--- config.mk ---
export PLATFORM = sky130hd
export DESIGN_NAME = memArbiter
export DESIGN_NICKNAME = d
export VERILOG_FILES = /design/src/logic/memPkg.sv /design/src/logic/memArbiter.sv
export SDC_FILE = /design/constraint.sdc
export NUM_CORES = 1
export LEC_CHECK = 0
export BUFFER_PORTS_ARGS = -buffer_cell sky130_fd_sc_hd__buf_4
export CAP_MARGIN = 5
export CORE_UTILIZATION = 29
export CTS_CLUSTER_SIZE = 20
export DETAILED_ROUTE_END_ITERATION = 6
export PLACE_DENSITY = 0.52
export SYNTH_ARGS = -nofsm -noshare
export SYNTH_HDL_FRONTEND = slang
export SYNTH_SLANG_ARGS = --single-unit
--- constraint.sdc ---
create_clock -name clk -period 5.1 [get_ports clk]
set_input_delay 0.765 -clock clk [delete_from_list [all_inputs] [get_ports clk]]
set_output_delay 0.765 -clock clk [all_outputs]
set_load 0.005 [all_outputs]
--- src/logic/memPkg.sv ---
package memPkg;

    localparam int AddrWidth = 18;
    localparam int WordWidth = 32;
    localparam int ByteWidth = 8;

    // only the low half of the address space is backed by RAM
    localparam int RamAddrWidth = 17;
    localparam int RamDepth = 1 << RamAddrWidth;

    typedef logic [AddrWidth-1:0] addrT;
    typedef logic [WordWidth-1:0] wordT;
    typedef logic [ByteWidth-1:0] byteT;

    // access length in bytes
    typedef logic [2:0] lenT;

    localparam lenT LenByte = 3'd1;
    localparam lenT LenHalf = 3'd2;
    localparam lenT LenWord = 3'd4;

endpackage

--- src/logic/memArbiter.sv ---
`timescale 1ns/1ps

module memArbiter (
    input  logic         clk,
    input  logic         rst,
    // instruction port
    input  logic         fetchEn,
    input  memPkg::addrT fetchAddr,
    input  logic         misTaken,
    output logic         instOutEn,
    output memPkg::wordT inst,
    output memPkg::addrT instAddr,
    // load/store port
    input  logic         lsEn,
    input  logic         lsWrite,
    input  memPkg::addrT lsAddr,
    input  memPkg::lenT  lsLen,
    input  memPkg::wordT storeData,
    output logic         lsDone,
    output memPkg::wordT loadData,
    // RAM side
    output logic         ramWrite,
    output memPkg::addrT ramAddr,
    output memPkg::byteT ramWriteData,
    input  memPkg::byteT ramReadData
);

    typedef enum logic [2:0] {
        SrcNone,
        SrcWaitLs,
        SrcWaitFetch,
        SrcNewLs,
        SrcNewFetch
    } srcT;

    // control
    logic busy;
    logic servingLs;
    logic runWrite;
    memPkg::lenT stage;
    logic waitLs;
    logic waitFetch;

    // running access
    memPkg::addrT runAddr;
    memPkg::lenT runLen;
    memPkg::wordT runData;

    // waiting slots
    memPkg::addrT waitLsAddr;
    memPkg::lenT waitLsLen;
    logic waitLsWrite;
    memPkg::wordT waitLsData;
    memPkg::addrT waitFetchAddr;

    logic lastStage;
    logic cancelRun;
    logic canStart;
    logic sameAsInFlight;
    logic fetchOk;
    logic [1:0] rdIdx;
    srcT startSel;

    memPkg::addrT startAddr;
    memPkg::lenT startLen;
    logic startWrite;
    memPkg::wordT startData;
    logic startIsLs;

    assign lastStage = busy && (stage == runLen);
    assign cancelRun = busy && !servingLs && misTaken;
    assign canStart = !busy || lastStage || cancelRun;

    // the core keeps fetchEn up until it sees the answer
    assign sameAsInFlight = ((busy && !servingLs) || instOutEn) && (fetchAddr == instAddr);
    assign fetchOk = fetchEn && !misTaken && !sameAsInFlight;

    // stage 4 wraps to index 3
    assign rdIdx = stage[1:0] - 2'd1;

    assign ramAddr = runAddr;
    assign ramWrite = busy && runWrite && (stage != runLen);
    assign ramWriteData = runData[{stage[1:0], 3'b000} +: 8];

    // waiting entries before new ones, load/store before fetch
    always_comb begin
        startSel = SrcNone;
        if (canStart) begin
            if (waitLs) begin
                startSel = SrcWaitLs;
            end else if (waitFetch && !misTaken) begin
                startSel = SrcWaitFetch;
            end else if (lsEn) begin
                startSel = SrcNewLs;
            end else if (fetchOk) begin
                startSel = SrcNewFetch;
            end
        end
    end

    always_comb begin
        startAddr = fetchAddr;
        startLen = memPkg::LenWord;
        startWrite = 1'b0;
        startData = '0;
        startIsLs = 1'b0;
        case (startSel)
            SrcWaitLs: begin
                startAddr = waitLsAddr;
                startLen = waitLsLen;
                startWrite = waitLsWrite;
                startData = waitLsData;
                startIsLs = 1'b1;
            end
            SrcWaitFetch: begin
                startAddr = waitFetchAddr;
            end
            SrcNewLs: begin
                startAddr = lsAddr;
                startLen = lsLen;
                startWrite = lsWrite;
                startData = storeData;
                startIsLs = 1'b1;
            end
            default: begin
            end
        endcase
    end

    always_ff @(posedge clk or posedge rst) begin
        if (rst) begin
            busy <= 1'b0;
            servingLs <= 1'b0;
            runWrite <= 1'b0;
            stage <= '0;
            waitLs <= 1'b0;
            waitFetch <= 1'b0;
            instOutEn <= 1'b0;
            lsDone <= 1'b0;
        end else begin
            instOutEn <= lastStage && !servingLs && !misTaken;
            lsDone <= lastStage && servingLs;

            if (startSel != SrcNone) begin
                busy <= 1'b1;
                stage <= '0;
                servingLs <= startIsLs;
                runWrite <= startWrite;
            end else if (lastStage || cancelRun) begin
                busy <= 1'b0;
                stage <= '0;
                runWrite <= 1'b0;
            end else if (busy) begin
                stage <= stage + 3'd1;
            end

            if (startSel == SrcWaitLs) begin
                waitLs <= 1'b0;
            end
            if (lsEn && startSel != SrcNewLs) begin
                waitLs <= 1'b1;
            end

            // a held fetch must not be queued again once it starts
            if (fetchOk && startSel != SrcNewFetch) begin
                waitFetch <= 1'b1;
            end
            if (misTaken || startSel == SrcWaitFetch) begin
                waitFetch <= 1'b0;
            end
        end
    end

    always_ff @(posedge clk) begin
        if (lsEn && startSel != SrcNewLs) begin
            waitLsAddr <= lsAddr;
            waitLsLen <= lsLen;
            waitLsWrite <= lsWrite;
            waitLsData <= storeData;
        end
        if (fetchOk && startSel != SrcNewFetch) begin
            waitFetchAddr <= fetchAddr;
        end

        // byte from the previous address is on ramReadData now
        if (busy && !runWrite && stage != '0) begin
            if (servingLs) begin
                loadData[{rdIdx, 3'b000} +: 8] <= ramReadData;
            end else begin
                inst[{rdIdx, 3'b000} +: 8] <= ramReadData;
            end
        end

        if (startSel != SrcNone) begin
            runAddr <= startAddr;
            runLen <= startLen;
            runData <= startData;
            if (startIsLs && !startWrite) begin
                loadData <= '0;
            end
            if (!startIsLs) begin
                instAddr <= startAddr;
            end
        end else if (busy) begin
            runAddr <= runAddr + 1'b1;
        end
    end

endmodule

==> impl_metrics.prom <==
# TYPE chip_impl_metric gauge
chip_impl_metric{name="antenna_found_initial",unit=""} 1
chip_impl_metric{name="setup.reg_to_reg.worst_slack",unit="ns"} 1.77
chip_impl_metric{name="internal_power",unit="mW"} 4.78
chip_impl_metric{name="peakVddDrop",unit="uV"} 284
chip_impl_info{name="synth_ff_type",value="edfxtp_1"} 1
chip_impl_info{name="synthMostInstantiatedCell",value="edfxtp_1"} 1
chip_impl_metric{name="timing.slew.headroom",unit=""} 0.234
chip_impl_metric{name="asyncSetResetFlopFracSynth",unit=""} 0.0461
chip_impl_metric{name="synthesis.area_per_instance",unit="um2"} 14.0
chip_impl_metric{name="seq_power_share",unit=""} 0.421
chip_impl_metric{name="synth_cell_type_count",unit=""} 48
chip_impl_metric{name="horiz_die_dim",unit="um"} 177
chip_impl_metric{name="total_power",unit="mW"} 7.13
chip_impl_metric{name="clk_pin_slew",unit="ns"} 0.06
chip_impl_metric{name="power.combinational.fraction",unit=""} 0.333
chip_impl_metric{name="post-route-util",unit=""} 0.389
chip_impl_metric{name="skew",unit="ns"} 0.0213
chip_impl_metric{name="share_clk_of_total_power",unit=""} 0.246
chip_impl_metric{name="fp-row-count",unit=""} 63
chip_impl_metric{name="period_needed",unit="ns"} 3.33
chip_impl_metric{name="final_nets",unit=""} 935
chip_impl_info{name="setup.worst_path.class",value="flip-flop to flip-flop"} 1
chip_impl_metric{name="cts.repair_timing.setup_buffer_count",unit=""} 0
chip_impl_metric{name="synthDominantCellAreaShare",unit=""} 0.589
chip_impl_metric{name="power.switching_fraction",unit=""} 0.330
chip_impl_metric{name="ctsHtreeMaxLevel",unit=""} 1
chip_impl_metric{name="synth_edf_count",unit=""} 175
chip_impl_metric{name="gr-usage-all-layers",unit=""} 0.151
chip_impl_metric{name="syn-instance-count",unit=""} 635
chip_impl_metric{name="first_global_vias",unit=""} 5731
chip_impl_info{name="cts_tree",value="done"} 1
chip_impl_metric{name="synth_fa_ha_area_frac",unit=""} 0.00982
chip_impl_metric{name="drv.max_cap_violation_count",unit=""} 0
chip_impl_metric{name="die_h",unit="um"} 177
chip_impl_metric{name="worst_ep_required_time",unit="ns"} 5.51
chip_impl_metric{name="synth_compound_area_frac",unit=""} 0.102
chip_impl_metric{name="vias",unit=""} 5924
chip_impl_info{name="startpoint_of_the_worst_setup_timing_path",value="stage[0]"} 1
chip_impl_metric{name="synth.mux.area_fraction",unit=""} 0.0442
chip_impl_info{name="post-synth-top-area-cell",value="edfxtp_1"} 1
chip_impl_info{name="min-delay-path-class",value="input pin to asynchronous set/reset pin"} 1
chip_impl_metric{name="worst_case_clock_buffer_depth",unit=""} 3
chip_impl_metric{name="post_synth_xor_area_fraction",unit=""} 0.0372
chip_impl_info{name="cts_root_buffer",value="clkbuf_16"} 1
chip_impl_metric{name="synth.ff_latch_count",unit=""} 217
chip_impl_metric{name="synth_nets",unit=""} 727
chip_impl_info{name="dominant_combinational_cell_family_by_area_after_synthesis",value="compound AO/OA/AOI/OAI gates"} 1
chip_impl_metric{name="layout-drive-gt1-share",unit=""} 0.313
chip_impl_info{name="worst_setup_path_endpoint",value="ramAddr[1]"} 1
chip_impl_metric{name="number_of_non_filler_instances_in_the_completed_layout",unit=""} 1249
chip_impl_metric{name="clock_latency",unit="ns"} 0.53
chip_impl_metric{name="maxClockFrequency",unit="MHz"} 301
chip_impl_info{name="ff_to_ff_end",value="ramAddr[1]"} 1
chip_impl_metric{name="post_synth_instance_area",unit="um2"} 8920
chip_impl_info{name="critical_path.startpoint_type",value="flip-flop"} 1
chip_impl_metric{name="cts_hold_buf",unit=""} 0
chip_impl_info{name="setup.worst_path.end_class",value="flip-flop"} 1
chip_impl_metric{name="leakage",unit="nW"} 4.45
chip_impl_metric{name="cellPowerDensity",unit="nW/um2"} 612
chip_impl_metric{name="grt_max_degree",unit=""} 54
chip_impl_metric{name="placedCellCount",unit=""} 1205
chip_impl_metric{name="largest_fanout_of_any_net_on_the_critical_path",unit=""} 19
chip_impl_metric{name="yosysSeqAreaShare",unit=""} 0.689
chip_impl_info{name="synth_area_leaders",value="edfxtp_1 59%, dfxtp_1 7.2%, nand2_1 4.0%"} 1
chip_impl_metric{name="grt_first_pass_wirelength",unit="mm"} 35.8
chip_impl_metric{name="setup_total_negative_slack",unit="ns"} 0
chip_impl_metric{name="crit_arrival",unit="ns"} 3.73
chip_impl_metric{name="drt.antenna.violating_nets",unit=""} 0
chip_impl_info{name="rsz0062_at_grt",value="false"} 1
chip_impl_metric{name="clock-sinks",unit=""} 217
chip_impl_metric{name="ff2ff_path_depth",unit=""} 6
chip_impl_metric{name="place.detailed.hpwl",unit="mm"} 16.7
chip_impl_metric{name="yosys_warnings",unit=""} 0
chip_impl_metric{name="detail_route.iter0.violations",unit=""} 453
chip_impl_metric{name="post_drt_wl_per_cell",unit="um"} 19.2
chip_impl_metric{name="core",unit="um2"} 30000
chip_impl_metric{name="detail_route.drc_violations",unit=""} 0
chip_impl_metric{name="timing_worst_slew_pin_value",unit="ns"} 1.15
chip_impl_metric{name="finalMaxSlewViolations",unit=""} 0
chip_impl_metric{name="dieArea",unit="um2"} 31400
chip_impl_metric{name="detail_route.vias_per_cell",unit=""} 4.74
chip_impl_metric{name="ioPinCount",unit=""} 196
chip_impl_metric{name="cts-buffers-inserted",unit=""} 26
chip_impl_metric{name="final_setup_violating_endpoints",unit=""} 0
chip_impl_metric{name="dr.pass1.iters",unit=""} 6
chip_impl_info{name="regToRegStartpoint",value="stage[0]"} 1
chip_impl_info{name="synth_common_cells",value="175 x edfxtp_1, 94 x nand2_1, 44 x a21oi_1, 39 x and2_1, 35 x a22o_1"} 1
chip_impl_metric{name="post_synth_and_or_nand_nor_area_fraction",unit=""} 0.101
chip_impl_metric{name="net-switching-power",unit="mW"} 2.35
chip_impl_metric{name="io_buffers",unit=""} 195
chip_impl_metric{name="insertedDiodeCount",unit=""} 0
chip_impl_metric{name="initial_core_util",unit=""} 0.298
chip_impl_metric{name="grt_remaining_overflow",unit=""} 0
chip_impl_metric{name="cts_resized",unit=""} 0
chip_impl_metric{name="min_period_over_period",unit=""} 0.652
chip_impl_metric{name="dpl-instance-area",unit="um2"} 10800
chip_impl_metric{name="routed_wl",unit="mm"} 23.9
chip_impl_metric{name="gpl.final_weighted_congestion",unit=""} 0.763
chip_impl_metric{name="post-route-cell-area",unit="um2"} 11600
chip_impl_metric{name="area_overhead_of_the_layout_relative_to_synthesis",unit="%"} 30.5
chip_impl_info{name="run_status",value="finished, final reports clean"} 1
chip_impl_metric{name="timing_hold_violations_final",unit=""} 0
==> worst min-delay path by stage <==
stage / slack [ns] / start / endpoint / cells past startpoint
2_1_floorplan: 0.45 / loadData[0] / loadData[0] / 2
3_3_place_gp: 0.44 / loadData[29] / loadData[29] / 2
3_5_place_dp: 0.45 / loadData[6] / loadData[6] / 2
4_1_cts: 0.24 / rst / waitFetch / 2
5_1_grt: 0.26 / rst / waitFetch / 2
6_report: 0.24 / rst / waitFetch / 2
==> power groups by stage <==
stage / Sequential [mW] / Combinational (mW) / Clock, mW
6_report: 3.00 / 2.37 / 1.75
2_1_floorplan: 2.91 / 1.44 / 0
3_5_place_dp: 3.03 / 2.41 / 0
5_1_grt: 3.06 / 2.61 / 1.86
3_3_place_gp: 3.04 / 2.39 / 0
4_1_cts: 3.01 / 2.42 / 1.80
==> state kept, by name, summed over array words and instances (netlist names), 3 cells and up <==
name,flops
inst,32
loadData,32
runData,32
waitLsData,32
instAddr,18
ramAddr,18
waitFetchAddr,18
waitLsAddr,18
runLen,3
stage,3
waitLsLen,3
==> logic make-up after synthesis <==
family                   count (synthesis)
multiplexers                            26
adder cells (fa/ha/maj)                  7
flip-flops                             217
AO/OA/AOI/OAI                          124
buffers and inverters                   34
AND/OR/NAND/NOR                        190
XOR/XNOR                                37
==> metal layers <==
layer  global-route usage  vias to the layer above  share of wire
met4               0.0285                        2          0.015
met2                0.234                      232           0.45
met3               0.0298                       28          0.078
met5                    0                        -        0.00059
met1                0.219                     2856           0.46
li1                     -                     2806              -
==> worst max-delay path, stage by stage, from the launching register on <==
cell	delay, ns
dfrtp_1	0.86
xnor2_1	0.29
nand3_1	0.31
a211oi_4	1.03
a222oi_1	0.21
a21oi_1	0.31
mux2_2	0.19
==> metrics by stage <==
stage	hold slack, ns	setup WS [ns]
finish	0.237	1.77
global route	0.259	1.52
CTS	0.242	1.70
detailed placement	0.449	1.73
global placement	0.444	1.79
floorplan	0.453	0.483
==> cell usage in the layout (no fill, tap or decap), types with 3 or more instances in the layout <==
master / instances
o21ai_0: 3
xor2_1: 9
and3_1: 6
mux4_1: 3
nand4_1: 6
mux2_2: 18
a222oi_1: 8
ha_1: 7
mux4_2: 5
xnor2_1: 27
clkinv_1: 5
nand2_1: 94
edfxtp_1: 175
inv_1: 10
a22o_1: 35
clkbuf_1: 5
nor3_1: 5
nor2_1: 20
clkbuf_16: 26
nand2b_1: 4
and2_1: 39
nand3_1: 6
buf_4: 204
a22oi_1: 20
dfrtp_1: 10
a21oi_1: 44
dfxtp_1: 32
==> final cells by class <==
cell class | count | area [um2]
Tap cell | 390 | 488
Inverter | 10 | 37.5
Timing Repair Buffer | 204 | 1530
Clock inverter | 13 | 130
Sequential cell | 217 | 6150
Fill cell | 2894 | 18300
Multi-Input combinational cell | 384 | 2640
Clock buffer | 31 | 669
Power figures use the tool's default switching activity.
